### config.mk
export PLATFORM = sky130hd
export DESIGN_NAME = fetch_top
export DESIGN_NICKNAME = d
export VERILOG_FILES = /design/src/fetch_pkg.sv /design/src/fetch_pc_gen.sv /design/src/fetch_align.sv /design/src/fetch_exc_check.sv /design/src/fetch_top.sv
export VERILOG_INCLUDE_DIRS = /design/src
export SDC_FILE = /design/constraint.sdc
export NUM_CORES = 1
export LEC_CHECK = 0
export ABC_AREA = 1
export BUFFER_PORTS_ARGS = -buffer_cell sky130_fd_sc_hd__buf_2
export CAP_MARGIN = 20
export CORE_AREA = 3 3 166 168
export CTS_BUF_LIST = sky130_fd_sc_hd__clkbuf_8 sky130_fd_sc_hd__clkbuf_16
export DETAILED_ROUTE_END_ITERATION = 16
export DIE_AREA = 0 0 169 171
export PLACE_DENSITY = 0.77
export SKIP_LAST_GASP = 1
export SLEW_MARGIN = 25
export SYNTH_ARGS = -nofsm -noshare
export SYNTH_HDL_FRONTEND = slang
export SYNTH_HIERARCHICAL = 1
export SYNTH_SLANG_ARGS = --single-unit
### constraint.sdc
create_clock -name clk_i -period 15.2 [get_ports clk_i]
set_input_delay 0 -clock clk_i [delete_from_list [all_inputs] [get_ports clk_i]]
set_output_delay 0 -clock clk_i [all_outputs]
set_load 0.1 [all_outputs]
### src/fetch_cfg.svh
`ifndef FETCH_CFG_SVH
`define FETCH_CFG_SVH

// ======================================================================
// Widths
// ======================================================================

// Address and instruction word width
`define FETCH_XLEN 32
// Compressed instruction width, half a word
`define FETCH_HLEN 16

// ======================================================================
// Address map
// ======================================================================

// First PC after reset
`define FETCH_RESET_VECTOR 32'h0000_1000

// Executable window, base inclusive and limit exclusive
`define FETCH_EXEC_BASE 32'h0000_0000
`define FETCH_EXEC_LIMIT 32'h0001_0000

// ======================================================================
// Special instruction encodings
// ======================================================================

`define FETCH_INSTR_EBREAK 32'h0010_0073
`define FETCH_INSTR_CEBREAK 16'h9002
`define FETCH_INSTR_ECALL 32'h0000_0073
// All-ones word and zero halfword are reserved as illegal
`define FETCH_INSTR_ILLEGAL32 32'hFFFF_FFFF
`define FETCH_INSTR_ILLEGAL16 16'h0000

`endif

### src/fetch_pkg.sv
`default_nettype none

package fetch_pkg;

  // ======================================================================
  // Exception codes handed to decode
  // ======================================================================

  // Listed from highest to lowest priority after NO_EXC
  typedef enum logic [2:0] {
    NO_EXC,
    BREAKPOINT,
    INSTR_MISALIGNED,
    INSTR_ACCESS_FAULT,
    ILLEGAL_INSTR,
    EBREAK,
    ECALL
  } exc_e;

  // ======================================================================
  // Faults known from the PC alone
  // ======================================================================

  // Resolved in the PC generator, one code per PC
  typedef enum logic [1:0] {
    PC_OK,
    PC_BREAKPOINT,
    PC_MISALIGNED,
    PC_ACCESS_FAULT
  } pc_exc_e;

endpackage

`default_nettype wire

### src/fetch_pc_gen.sv
`timescale 1ns/1ps
`default_nettype none
`include "fetch_cfg.svh"

module fetch_pc_gen (
  input  logic                   clk_i,
  input  logic                   rst_ni,
  input  logic                   flush_i,
  input  logic [`FETCH_XLEN-1:0] flush_pc_i,
  input  logic                   trap_active_i,
  input  logic [`FETCH_XLEN-1:0] mtvec_i,
  input  logic                   misa_c_i,
  input  logic                   bkpt_en_i,
  input  logic [`FETCH_XLEN-1:0] bkpt_addr_i,
  input  logic                   advance_i,
  input  logic                   is_comp_i,
  output logic [`FETCH_XLEN-1:0] pc_o,
  output fetch_pkg::pc_exc_e     pc_exc_o,
  output logic                   redirect_o
);

  // Sequential steps for 16-bit and 32-bit instructions
  localparam logic [`FETCH_XLEN-1:0] STEP_C = 2;
  localparam logic [`FETCH_XLEN-1:0] STEP_W = 4;

  logic [`FETCH_XLEN-1:0] pc_next;
  logic [`FETCH_XLEN-1:0] win_offset;
  logic                   pc_en;
  logic                   bkpt_hit;
  logic                   misaligned;
  logic                   outside;
  fetch_pkg::pc_exc_e     pc_exc_next;

  // ======================================================================
  // Next PC selection
  // ======================================================================
  always_comb begin
    redirect_o = flush_i || trap_active_i;
    pc_en      = redirect_o || advance_i;

    // Flush beats trap, trap beats sequential
    if (flush_i) begin
      pc_next = flush_pc_i;
    end else if (trap_active_i) begin
      pc_next = mtvec_i;
    end else begin
      pc_next = pc_o + (is_comp_i ? STEP_C : STEP_W);
    end
  end

  // ======================================================================
  // PC fault lookup on the next PC
  // ======================================================================
  always_comb begin
    bkpt_hit   = bkpt_en_i && (pc_next == bkpt_addr_i);
    // Halfword alignment with C, word alignment without
    misaligned = misa_c_i ? pc_next[0] : (pc_next[1:0] != 2'b00);
    // Single unsigned compare covers both window edges
    win_offset = pc_next - `FETCH_EXEC_BASE;
    outside    = win_offset >= (`FETCH_EXEC_LIMIT - `FETCH_EXEC_BASE);

    if (bkpt_hit) begin
      pc_exc_next = fetch_pkg::PC_BREAKPOINT;
    end else if (misaligned) begin
      pc_exc_next = fetch_pkg::PC_MISALIGNED;
    end else if (outside) begin
      pc_exc_next = fetch_pkg::PC_ACCESS_FAULT;
    end else begin
      pc_exc_next = fetch_pkg::PC_OK;
    end
  end

  // PC and its fault move together
  always_ff @(posedge clk_i) begin
    if (!rst_ni) begin
      pc_o     <= `FETCH_RESET_VECTOR;
      pc_exc_o <= fetch_pkg::PC_OK;
    end else if (pc_en) begin
      pc_o     <= pc_next;
      pc_exc_o <= pc_exc_next;
    end
  end

  // Align must hold back its transfer while a redirect is in progress
  a_no_advance_on_redirect: assert property (
    @(posedge clk_i) disable iff (!rst_ni) advance_i |-> !redirect_o
  ) else $error("advance_i high in a redirect cycle, pc=%h", pc_o);

endmodule

`default_nettype wire

### src/fetch_align.sv
`timescale 1ns/1ps
`default_nettype none
`include "fetch_cfg.svh"

module fetch_align (
  input  logic                   clk_i,
  input  logic                   rst_ni,
  input  logic [`FETCH_XLEN-1:0] pc_i,
  input  logic                   redirect_i,
  input  logic                   misa_c_i,
  input  logic                   mem_req_ready_i,
  input  logic                   mem_rsp_valid_i,
  input  logic [`FETCH_XLEN-1:0] mem_rsp_data_i,
  input  logic                   ins_ready_i,
  output logic                   mem_req_valid_o,
  output logic [`FETCH_XLEN-1:0] mem_req_addr_o,
  output logic                   ins_valid_o,
  output logic [`FETCH_XLEN-1:0] ins_data_o,
  output logic                   ins_is_comp_o,
  output logic                   advance_o
);

  // Word address width
  localparam int unsigned WA = `FETCH_XLEN - 2;

  // Buffered word and its tag
  logic                   buf_valid;
  logic [WA-1:0]          buf_addr;
  logic [`FETCH_XLEN-1:0] buf_data;
  // Upper half of the previous word, for straddling instructions
  logic                   lo_valid;
  logic [WA-1:0]          lo_addr;
  logic [`FETCH_HLEN-1:0] lo_half;
  // Request tracking
  logic                   req_valid;
  logic [WA-1:0]          req_word;
  logic                   pend;
  logic                   discard;

  logic [WA-1:0]          cur_word;
  logic [WA-1:0]          nxt_word;
  logic                   hit_cur;
  logic                   hit_nxt;
  logic                   lo_hit;
  logic                   lo_avail;
  logic                   hi_avail;
  logic [`FETCH_HLEN-1:0] lo16;
  logic [`FETCH_HLEN-1:0] hi16;
  logic                   comp;
  logic                   ins_avail;
  logic [WA-1:0]          need_addr;
  logic                   issue;
  logic                   stale_req;
  logic                   rsp_keep;

  // ======================================================================
  // Instruction assembly at the current PC
  // ======================================================================
  always_comb begin
    cur_word = pc_i[`FETCH_XLEN-1:2];
    nxt_word = cur_word + 1'b1;
    hit_cur  = buf_valid && (buf_addr == cur_word);
    hit_nxt  = buf_valid && (buf_addr == nxt_word);
    lo_hit   = lo_valid && (lo_addr == cur_word);

    if (pc_i[1]) begin
      // Upper halfword start, second half lives in the next word
      lo_avail = hit_cur || lo_hit;
      lo16     = hit_cur ? buf_data[`FETCH_XLEN-1:`FETCH_HLEN] : lo_half;
      hi_avail = hit_nxt;
      hi16     = buf_data[`FETCH_HLEN-1:0];
    end else begin
      lo_avail = hit_cur;
      lo16     = buf_data[`FETCH_HLEN-1:0];
      hi_avail = hit_cur;
      hi16     = buf_data[`FETCH_XLEN-1:`FETCH_HLEN];
    end

    // Low bits 11 mark a 32-bit instruction
    comp      = misa_c_i && (lo16[1:0] != 2'b11);
    ins_avail = lo_avail && (comp || hi_avail);
    // Fetch the missing half, first half takes precedence
    need_addr = lo_avail ? nxt_word : cur_word;

    ins_valid_o   = ins_avail && !redirect_i;
    ins_data_o    = comp ? {{`FETCH_HLEN{1'b0}}, lo16} : {hi16, lo16};
    ins_is_comp_o = comp;
    advance_o     = ins_valid_o && ins_ready_i;
  end

  // ======================================================================
  // Memory request and response handling
  // ======================================================================
  always_comb begin
    mem_req_valid_o = req_valid;
    mem_req_addr_o  = {req_word, 2'b00};
    // One request at a time, none raised from a stale PC
    issue     = !req_valid && !pend && !ins_avail && !redirect_i;
    // Anything still to come back belongs to the old path
    stale_req = req_valid || (pend && !mem_rsp_valid_i);
    rsp_keep  = mem_rsp_valid_i && !discard && !redirect_i;
  end

  always_ff @(posedge clk_i) begin
    if (!rst_ni) begin
      req_valid <= 1'b0;
      pend      <= 1'b0;
      discard   <= 1'b0;
      buf_valid <= 1'b0;
      lo_valid  <= 1'b0;
    end else begin
      if (mem_rsp_valid_i) begin
        pend <= 1'b0;
      end
      if (req_valid && mem_req_ready_i) begin
        req_valid <= 1'b0;
        pend      <= 1'b1;
      end else if (issue) begin
        req_valid <= 1'b1;
      end

      if (redirect_i && stale_req) begin
        discard <= 1'b1;
      end else if (mem_rsp_valid_i) begin
        discard <= 1'b0;
      end

      // Redirect empties the buffer, a kept response refills it
      if (redirect_i) begin
        buf_valid <= 1'b0;
        lo_valid  <= 1'b0;
      end else if (rsp_keep) begin
        buf_valid <= 1'b1;
        lo_valid  <= buf_valid;
      end
    end
  end

  // Payload registers
  always_ff @(posedge clk_i) begin
    if (issue) begin
      req_word <= need_addr;
    end
    if (rsp_keep) begin
      buf_data <= mem_rsp_data_i;
      // Address is still held in req_word while pending
      buf_addr <= req_word;
      lo_half  <= buf_data[`FETCH_XLEN-1:`FETCH_HLEN];
      lo_addr  <= buf_addr;
    end
  end

  a_req_addr_stable: assert property (
    @(posedge clk_i) disable iff (!rst_ni)
    mem_req_valid_o && !mem_req_ready_i |=> mem_req_valid_o && $stable(mem_req_addr_o)
  ) else $error("Request dropped or moved, addr=%h", mem_req_addr_o);

  // Memory side must not answer without an accepted request
  a_rsp_outstanding: assert property (
    @(posedge clk_i) disable iff (!rst_ni) mem_rsp_valid_i |-> pend
  ) else $error("Response with nothing outstanding, data=%h", mem_rsp_data_i);

endmodule

`default_nettype wire

### src/fetch_exc_check.sv
`timescale 1ns/1ps
`default_nettype none
`include "fetch_cfg.svh"

module fetch_exc_check (
  input  logic                   clk_i,
  input  logic                   rst_ni,
  input  logic                   redirect_i,
  input  logic                   ins_valid_i,
  input  logic [`FETCH_XLEN-1:0] ins_data_i,
  input  logic                   ins_is_comp_i,
  input  logic [`FETCH_XLEN-1:0] pc_i,
  input  fetch_pkg::pc_exc_e     pc_exc_i,
  input  logic                   out_ready_i,
  output logic                   ins_ready_o,
  output logic                   out_valid_o,
  output logic [`FETCH_XLEN-1:0] out_pc_o,
  output logic [`FETCH_XLEN-1:0] out_instr_o,
  output logic                   out_is_comp_o,
  output fetch_pkg::exc_e        out_exc_o
);

  logic [`FETCH_HLEN-1:0] half;
  logic                   is_illegal;
  logic                   is_ebreak;
  logic                   is_ecall;
  logic                   load;
  fetch_pkg::exc_e        exc_d;

  // ======================================================================
  // Exception classification
  // ======================================================================
  always_comb begin
    half       = ins_data_i[`FETCH_HLEN-1:0];
    is_illegal = ins_is_comp_i ? (half == `FETCH_INSTR_ILLEGAL16)
                               : (ins_data_i == `FETCH_INSTR_ILLEGAL32);
    is_ebreak  = ins_is_comp_i ? (half == `FETCH_INSTR_CEBREAK)
                               : (ins_data_i == `FETCH_INSTR_EBREAK);
    // No compressed form of ECALL
    is_ecall   = !ins_is_comp_i && (ins_data_i == `FETCH_INSTR_ECALL);

    // PC faults outrank anything found in the instruction bits
    case (pc_exc_i)
      fetch_pkg::PC_BREAKPOINT:   exc_d = fetch_pkg::BREAKPOINT;
      fetch_pkg::PC_MISALIGNED:   exc_d = fetch_pkg::INSTR_MISALIGNED;
      fetch_pkg::PC_ACCESS_FAULT: exc_d = fetch_pkg::INSTR_ACCESS_FAULT;
      default: begin
        if (is_illegal) begin
          exc_d = fetch_pkg::ILLEGAL_INSTR;
        end else if (is_ebreak) begin
          exc_d = fetch_pkg::EBREAK;
        end else if (is_ecall) begin
          exc_d = fetch_pkg::ECALL;
        end else begin
          exc_d = fetch_pkg::NO_EXC;
        end
      end
    endcase
  end

  // ======================================================================
  // Output register toward decode
  // ======================================================================

  // Free slot, or the held item leaves this cycle
  assign ins_ready_o = !out_valid_o || out_ready_i;
  assign load        = ins_valid_i && ins_ready_o;

  always_ff @(posedge clk_i) begin
    if (!rst_ni) begin
      out_valid_o <= 1'b0;
    end else if (redirect_i) begin
      out_valid_o <= 1'b0;
    end else if (load) begin
      out_valid_o <= 1'b1;
    end else if (out_ready_i) begin
      out_valid_o <= 1'b0;
    end
  end

  always_ff @(posedge clk_i) begin
    if (load) begin
      out_pc_o      <= pc_i;
      out_instr_o   <= ins_data_i;
      out_is_comp_o <= ins_is_comp_i;
      out_exc_o     <= exc_d;
    end
  end

  // Held item stays put until decode takes it, unless a redirect kills it
  a_out_stable: assert property (
    @(posedge clk_i) disable iff (!rst_ni)
    out_valid_o && !out_ready_i && !redirect_i |=>
      out_valid_o && $stable(out_pc_o) && $stable(out_instr_o) &&
      $stable(out_is_comp_o) && $stable(out_exc_o)
  ) else $error("Output changed under back-pressure, pc=%h instr=%h", out_pc_o, out_instr_o);

endmodule

`default_nettype wire

### src/fetch_top.sv
`timescale 1ns/1ps
`default_nettype none
`include "fetch_cfg.svh"

module fetch_top (
  input  logic                   clk_i,
  input  logic                   rst_ni,
  // Redirect and control
  input  logic                   flush_i,
  input  logic [`FETCH_XLEN-1:0] flush_pc_i,
  input  logic                   trap_active_i,
  input  logic [`FETCH_XLEN-1:0] mtvec_i,
  input  logic                   misa_c_i,
  input  logic                   bkpt_en_i,
  input  logic [`FETCH_XLEN-1:0] bkpt_addr_i,
  // Memory port
  output logic                   mem_req_valid_o,
  output logic [`FETCH_XLEN-1:0] mem_req_addr_o,
  input  logic                   mem_req_ready_i,
  input  logic                   mem_rsp_valid_i,
  input  logic [`FETCH_XLEN-1:0] mem_rsp_data_i,
  // Toward decode
  output logic                   out_valid_o,
  output logic [`FETCH_XLEN-1:0] out_pc_o,
  output logic [`FETCH_XLEN-1:0] out_instr_o,
  output logic                   out_is_comp_o,
  output fetch_pkg::exc_e        out_exc_o,
  input  logic                   out_ready_i
);

  logic [`FETCH_XLEN-1:0] pc;
  fetch_pkg::pc_exc_e     pc_exc;
  logic                   redirect;
  logic                   advance;
  logic                   is_comp;
  logic                   ins_valid;
  logic [`FETCH_XLEN-1:0] ins_data;
  logic                   ins_ready;

  // ======================================================================
  // PC generator
  // ======================================================================
  fetch_pc_gen u_pc_gen (
    .clk_i        (clk_i),
    .rst_ni       (rst_ni),
    .flush_i      (flush_i),
    .flush_pc_i   (flush_pc_i),
    .trap_active_i(trap_active_i),
    .mtvec_i      (mtvec_i),
    .misa_c_i     (misa_c_i),
    .bkpt_en_i    (bkpt_en_i),
    .bkpt_addr_i  (bkpt_addr_i),
    .advance_i    (advance),
    .is_comp_i    (is_comp),
    .pc_o         (pc),
    .pc_exc_o     (pc_exc),
    .redirect_o   (redirect)
  );

  // ======================================================================
  // Align unit, length also feeds the PC step
  // ======================================================================
  fetch_align u_align (
    .clk_i          (clk_i),
    .rst_ni         (rst_ni),
    .pc_i           (pc),
    .redirect_i     (redirect),
    .misa_c_i       (misa_c_i),
    .mem_req_ready_i(mem_req_ready_i),
    .mem_rsp_valid_i(mem_rsp_valid_i),
    .mem_rsp_data_i (mem_rsp_data_i),
    .ins_ready_i    (ins_ready),
    .mem_req_valid_o(mem_req_valid_o),
    .mem_req_addr_o (mem_req_addr_o),
    .ins_valid_o    (ins_valid),
    .ins_data_o     (ins_data),
    .ins_is_comp_o  (is_comp),
    .advance_o      (advance)
  );

  // ======================================================================
  // Exception stage and output register
  // ======================================================================
  fetch_exc_check u_exc_check (
    .clk_i        (clk_i),
    .rst_ni       (rst_ni),
    .redirect_i   (redirect),
    .ins_valid_i  (ins_valid),
    .ins_data_i   (ins_data),
    .ins_is_comp_i(is_comp),
    .pc_i         (pc),
    .pc_exc_i     (pc_exc),
    .out_ready_i  (out_ready_i),
    .ins_ready_o  (ins_ready),
    .out_valid_o  (out_valid_o),
    .out_pc_o     (out_pc_o),
    .out_instr_o  (out_instr_o),
    .out_is_comp_o(out_is_comp_o),
    .out_exc_o    (out_exc_o)
  );

endmodule

`default_nettype wire

# --- Word level (Yosys, flattened, before mapping) ---
# Index checks and enable logic that the tools add are counted.
word_totals:
  ff_bits: 246
  inputBits: 137
  out_inout_bits: 102
  wordCells: 96
classes:
  addsub: 2
  magnitude_cmp: 1
  eq_ne: 12
  n_mux: 25
  n_bitwise: 1
  reduce_logical: 38
ops:
  columns: ["cell", "n"]
  rows:
  - ["32-bit two-way mux", 3]
  - ["30-bit equality test", 3]
  - ["16-bit two-way mux", 3]
  - ["32-bit adder", 1]
  - ["32-bit by 21-bit equality test with 1-bit output, second input constant", 1]
  - ["32-bit equality test", 1]
  - ["32-bit equality test, second input constant", 1]
  - ["32-bit by 7-bit equality test with 1-bit output, second input constant", 1]
  - ["32-bit by 17-bit greater-or-equal comparator with 1-bit output, second input constant", 1]
  - ["30-bit by 1-bit adder with 30-bit output, second input constant", 1]
  - ["30-bit two-way mux", 1]
  - ["1-bit logical AND", 17]
  - ["16-bit equality test, second input constant", 1]
  - ["16-bit zero test", 1]
  - ["3-bit two-way mux", 4]
  - ["1-bit two-way mux", 10]
  - ["3-bit one-hot mux with 3 select lines", 1]
  - ["1-bit zero test", 8]
  - ["2-bit nonzero test", 4]
  - ["1-bit logical OR", 6]
  - ["2-bit two-way mux", 3]
  - ["2-bit equality test, second input constant", 2]
  - ["2-bit OR reduction", 2]
  - ["2-bit by 1-bit equality test with 1-bit output, second input constant", 1]
  - ["2 further kinds", 2]

# --- Logic depth before layout (Yosys ltp) ---
depth:
  ltp_word: 14
  ltp_mapped: 39
  depth_no_buf: 37

# --- Hierarchy ---
# The synthesis kept the hierarchy.
modules_own_cells:
  columns: ["module", "n_inst", "cells_per_inst", "area_each_um2", "seq_area_each_um2"]
  rows:
  - ["fetch_align", 1, 958, 8095.3, 4244.1]
  - ["fetch_pc_gen", 1, 693, 3778.6, 680.7]
  - ["fetch_exc_check", 1, 159, 2438.6, 2062.0]

# --- Worst setup path after synthesis ---
# No wires, ideal clock.
synth_path:
  kind: "input -> register"
  from: "in flush_i"
  to: "reg u_align.lo_valid"
  setup_ps: 491
  arrival_time_ps: 8099
  t_required_ps: 14709
  slack_ps: 6610
  stages: 5
  n_path_buf: 1
  cell_sequence: "buf_4 > nor2_1 > inv_1 > nor3_1 > a211oi_1"
synth_via:
  elab_chain_len: 3
  word_cells_on_any_way: 4
  cone_classes: "reduce/logical (4)"
synth_rtl:
  columns: ["element", "line_no", "rtl"]
  rows:
  - ["from (decl)", "fetch_top.sv:9", "input logic flush_i,"]
  - ["1-bit logical OR", "fetch_pc_gen.sv:38", "redirect_o = flush_i || trap_active_i;"]
  - ["via redirect", "fetch_top.sv:33", "logic redirect;"]
  - ["1-bit zero test", "fetch_align.sv:101", "rsp_keep = mem_rsp_valid_i && !discard && !redirect_i;"]
  - ["1-bit logical AND", "fetch_align.sv:101", null]
  - ["via u_align.rsp_keep", "fetch_align.sv:54", "logic rsp_keep;"]
  - ["to (signal assigned)", "fetch_align.sv:134", "lo_valid <= buf_valid;"]
  - ["to (decl)", "fetch_align.sv:31", "logic lo_valid;"]
# The timed path passes the listed nets, and every way through them passes these cells.
# A chain may end at the register's enable or synchronous reset.

# --- Worst setup path after layout ---
layout_path:
  from: "reg u_pc_gen.pc_o[4]"
  to: "reg u_pc_gen.pc_exc_o[0]"
layout_via:
  elab_chain_len: 14
  word_cells_on_any_way: 31
  cone_classes: "add/sub (2); order compare (1); eq/ne (5); mux (11); reduce/logical (12)"
layout_rtl:
  columns: ["element", "line_no", "rtl"]
  rows:
  - ["from (decl)", "fetch_pc_gen.sv:17", "output logic [`FETCH_XLEN-1:0] pc_o,"]
  - ["from (signal assigned)", "fetch_pc_gen.sv:76", "pc_o <= `FETCH_RESET_VECTOR;"]
  - ["from (signal assigned)", "fetch_pc_gen.sv:79", "pc_o <= pc_next;"]
  - ["30-bit equality test *", "fetch_align.sv:62", "hit_cur = buf_valid && (buf_addr == cur_word);"]
  - ["1-bit logical AND *", "fetch_align.sv:62", null]
  - ["16-bit two-way mux *", "fetch_align.sv:69", "lo16 = hit_cur ? buf_data[`FETCH_XLEN-1:`FETCH_HLEN] : lo_half;"]
  - ["16-bit two-way mux *", "fetch_align.sv:66", "if (pc_i[1]) begin"]
  - ["2-bit inequality test *", "fetch_align.sv:80", "comp = misa_c_i && (lo16[1:0] != 2'b11);"]
  - ["1-bit logical AND *", "fetch_align.sv:80", null]
  - ["via is_comp", "fetch_top.sv:35", "logic is_comp;"]
  - ["3-bit two-way mux", "fetch_pc_gen.sv:47", "pc_next = pc_o + (is_comp_i ? STEP_C : STEP_W);"]
  - ["32-bit adder", "fetch_pc_gen.sv:47", null]
  - ["32-bit two-way mux", "fetch_pc_gen.sv:44", "end else if (trap_active_i) begin"]
  - ["32-bit two-way mux", "fetch_pc_gen.sv:42", "if (flush_i) begin"]
  - ["32-bit by 17-bit greater-or-equal comparator with 1-bit output / 2-bit nonzero test (equally long branches)", "fetch_pc_gen.sv:60, fetch_pc_gen.sv:57", null]
  - ["2-bit two-way mux / 1-bit two-way mux (equally long branches)", "fetch_pc_gen.sv:66, fetch_pc_gen.sv:57", null]
  - ["2-bit two-way mux", "fetch_pc_gen.sv:64", "end else if (misaligned) begin"]
  - ["2-bit two-way mux", "fetch_pc_gen.sv:62", "if (bkpt_hit) begin"]
  - ["to (signal assigned)", "fetch_pc_gen.sv:77", "pc_exc_o <= fetch_pkg::PC_OK;"]
  - ["to (signal assigned)", "fetch_pc_gen.sv:80", "pc_exc_o <= pc_exc_next;"]
  - ["to (decl)", "fetch_pc_gen.sv:18", "output fetch_pkg::pc_exc_e pc_exc_o,"]
# Mark *: on every way through the listed nets, which the timed path passes. The rest lies on a longest branch.

==> qor.csv <==
stage,metric,value,unit
global_routing,GRT overflow,0,
status,status,"complete, but fails checks",
setup_path,reg2reg end,u_pc_gen/pc_exc_o[0],
setup_path,CP Launch Type,register,
drt,Via density,5.65,
setup_path,Critical Path Max Stage Delay,0.79,ns
floorplanning,Core Area,26100,um2
placed_design,cell count after placement,2350,
timing,final hold slack,-0.00295,ns
global_routing,GR Util All Layers,33.1,%
power,Sw Ratio,29.1,%
final_layout,Antenna diodes,0,
floorplanning,Die X,169,um
setup_path,crit path max-delay cell type,dfxtp_1,
final_layout,register area,6990,um2
yosys,number of synthesized flops with an enable pin,206,
global_routing,initial antenna violation count,0,
drt,1st-pass router iterations,6,
power,share of power burned in registers,45.3,%
floorplanning,die area,28900,um2
setup_path,CP endpoint,u_pc_gen/pc_exc_o[0],
drt,via count,14098,
global_routing,first-pass GRT wire length,73800,um
placed_design,detailed placement HPWL,36300,um
setup_path,critical path arrival,7.65,ns
timing,Max Freq,0.140,GHz
yosys,"area leader, netlist",edfxtp_1,
clocking,Clock Path Buffers,3,
power,overall power,1750,uW
final_layout,Multi-input gate area,6320,um2
min_path,hold path depth,3,
final_layout,Non-Filler Instances,2497,
power,Power per Cell Area,99.2,nW/um2
yosys,Yosys top cell area share,43.2,%
clocking,TritonCTS Sinks,246,
global_routing,vias in the first global route,13276,
setup_path,critical path class,register to register,
placed_design,port buffer count,236,
final_layout,synth-to-layout area growth,23.5,%
timing,worst rel slew slack,27.1,%
timing,final setup violation count,0,
power,Max IR drop VDD,0.120,mV
setup_path,Worst Path Buf+Inv,8,
drt,final wirelength,49200,um
setup_path,critical path endpoint category,register,
clocking,root buffer cell,clkbuf_16,
final_layout,Finished Cell Area,17700,um2
timing,pin slew with the least headroom to its limit,1.09,ns
drt,Routed Antenna Nets,0,
final_layout,layout cells sized above 1,18.9,%
status,violated checks,hold timing,
clocking,Worst-Skew Late Latency,0.58,ns
yosys,cell area after synthesis,14300,um2
power,Gate power share,16.0,%
job,Maximum Capacitance Violations,0,
clocking,clock transition at the registers of the reported paths,0.06,ns
power,Leakage,0.00769,uW
yosys,Synth Area per Inst,7.91,um2
yosys,Yosys cell types,53,
timing,RSZ-0062 raised after global routing,false,
timing,Pins Over Slew Limit,0,
floorplanning,IO Count,239,
power,Internal Power,1240,uW
setup_path,Worst setup startpoint,u_pc_gen/pc_o[4],
setup_path,CP most frequent cell,nand2_1,
clocking,Post-CTS Setup Bufs,0,
yosys,Async SR Flop Fraction,0,%
setup_path,r2r setup slk,8.05,ns
clocking,PostCTS Resize Cnt,0,
clocking,H-tree lvl count,1,
clocking,TritonCTS Buffers,28,
yosys,Yosys reg bits,246,
yosys,Syn Inst Count,1810,
timing,minimum clock period,7.15,ns
clocking,TritonCTS clock tree,done,
final_layout,fillcell total,2148,
power,NetSw,510,uW
yosys,top_reg_cell synth,edfxtp_1,
drt,initial detailed-routing violation count,1787,
setup_path,Top delay family on crit path,simple AND/OR/NAND/NOR gates,
floorplanning,Initial Utilization,54.9,%
clocking,hold buffers post-CTS,96,
setup_path,critical path peak fanout,23,
yosys,yosys warns,6,
timing,fin crit share,47.1,%
floorplanning,Placement Rows,59,
yosys,"Seq/Total Area, Yosys",48.8,%
global_routing,largest net degree at the start of global routing,69,
timing,Setup Skew,0.0297,ns
yosys,ranking of synthesized cells by area,"edfxtp_1, nand2_1, nor2_1, dfxtp_1, inv_1",
power,clock network power share,38.7,%
final_layout,fin nets,2282,
setup_path,reg2reg path depth,35,
min_path,Min-Delay Path Class,primary input to register,
drt,drc violations,0,
floorplanning,Vert. Die Dim,171,um
drt,routed len/inst,19.7,um
timing,final hold vios,2,
setup_path,cell depth of the worst setup path,35,
setup_path,worst r2r src,u_pc_gen/pc_o[4],
placed_design,GPL Wtd Cong,1.02,
placed_design,dpl cell area,15800,um2
timing,final setup TNS,0,ns
setup_path,critical path data required time,15.70,ns
[flip-flops by register name, indices dropped and copies added (netlist names), 3 cells and up]
signal and count:
u_align/buf_data 32, u_exc_check/out_instr_o 32, u_exc_check/out_pc_o 32, u_pc_gen/pc_o 32
u_align/buf_addr 30, u_align/lo_addr 30, u_align/req_word 30, u_align/lo_half 16
u_exc_check/out_exc_o 3
[Yosys cell counts, types with 13 or more instances]
master / number
or2_2: 29
nand2_1: 560
edfxtp_1: 206
inv_1: 190
o21ai_0: 61
nor2_4: 13
o21bai_1: 16
inv_2: 17
a21oi_1: 50
nand3b_1: 24
nand3_1: 137
nand2_2: 22
clkbuf_1: 21
nand4_1: 30
dfxtp_1: 40
o22ai_1: 16
nor2_1: 230
xnor2_1: 14
xor2_1: 19
[power by group through the flow]
stage	clock, uW	sequential, uW	combinational [uW]
2_1_floorplan	0	825	149
3_3_place_gp	0	807	247
3_5_place_dp	0	808	250
4_1_cts	685	794	273
5_1_grt	717	798	304
6_report	679	795	280
[worst min-delay path: stages]
cell,delay [ns]
buf_2,0.31
o21ai_0,0.16
a21oi_1,0.05
[worst min-delay path by stage]
stage | from | end | slack (ns)
2_1_floorplan | mem_rsp_data_i[0] | u_align/buf_data[0] | 0.1
3_3_place_gp | mem_rsp_data_i[0] | u_align/buf_data[0] | 0.18
3_5_place_dp | mem_rsp_data_i[15] | u_align/buf_data[15] | 0.18
4_1_cts | rst_ni | u_align/mem_req_valid_o | 0.00008
5_1_grt | rst_ni | u_align/mem_req_valid_o | 0.02
6_report | rst_ni | u_pc_gen/pc_o[1] | -0.003
[metrics by stage]
stage	hold WS, ns	setup slack, ns	util, %
3_5_place_dp	0.178	9.70	60.6
4_1_cts	0.0000753	8.22	67.8
3_3_place_gp	0.176	9.80	60.6
2_1_floorplan	0.0989	6.61	-
6_report	-0.00295	8.05	67.8
5_1_grt	0.0248	7.62	67.8
[cell type report]
cell class,count,area share [%]
clock buffers,28,3.96
clock inverters,23,1.30
flip-flops and latches,246,39.5
repair buffers,344,12.6
multi-input cells,1312,35.8
inverters,209,4.44
well taps,335,2.37
[layout by cell type, fill, tap and decap left out, drive strengths merged, types with 16 or more instances in the layout]
master,synthesis,final
buf,19,248
nand4,30,30
nor2,253,253
o21bai,16,16
a21oi,51,51
o21ai,68,68
inv,207,213
nand2,585,585
dlygate4sd3,0,96
or2,31,31
o22ai,16,16
clkbuf,23,28
xor2,19,19
dfxtp,40,40
nand3,143,143
nand3b,24,24
a211oi,16,16
edfxtp,206,206
[cell families (layout without fill, tap and decap cells)]
group,count (synthesis),in the layout,share of synthesized area [%]
compound gates,185,185,7.82
xor+xnor,34,34,2.18
fa+ha+maj,4,4,0.402
buf+inv,253,604,7.19
flops,246,246,48.8
other cells,1,2,0.0262
simple gates,1087,1087,33.6
[routing by layer]
metal  up-vias  GRT usage (%)  routed length (um)
met2       861           53.8               22600
met1      6478           44.1               19700
met4         0           13.8                2200
met3       141           6.05                4750
li1       6618              -                   -
met5         -              0                   0
(Power assumes the default switching activity.)
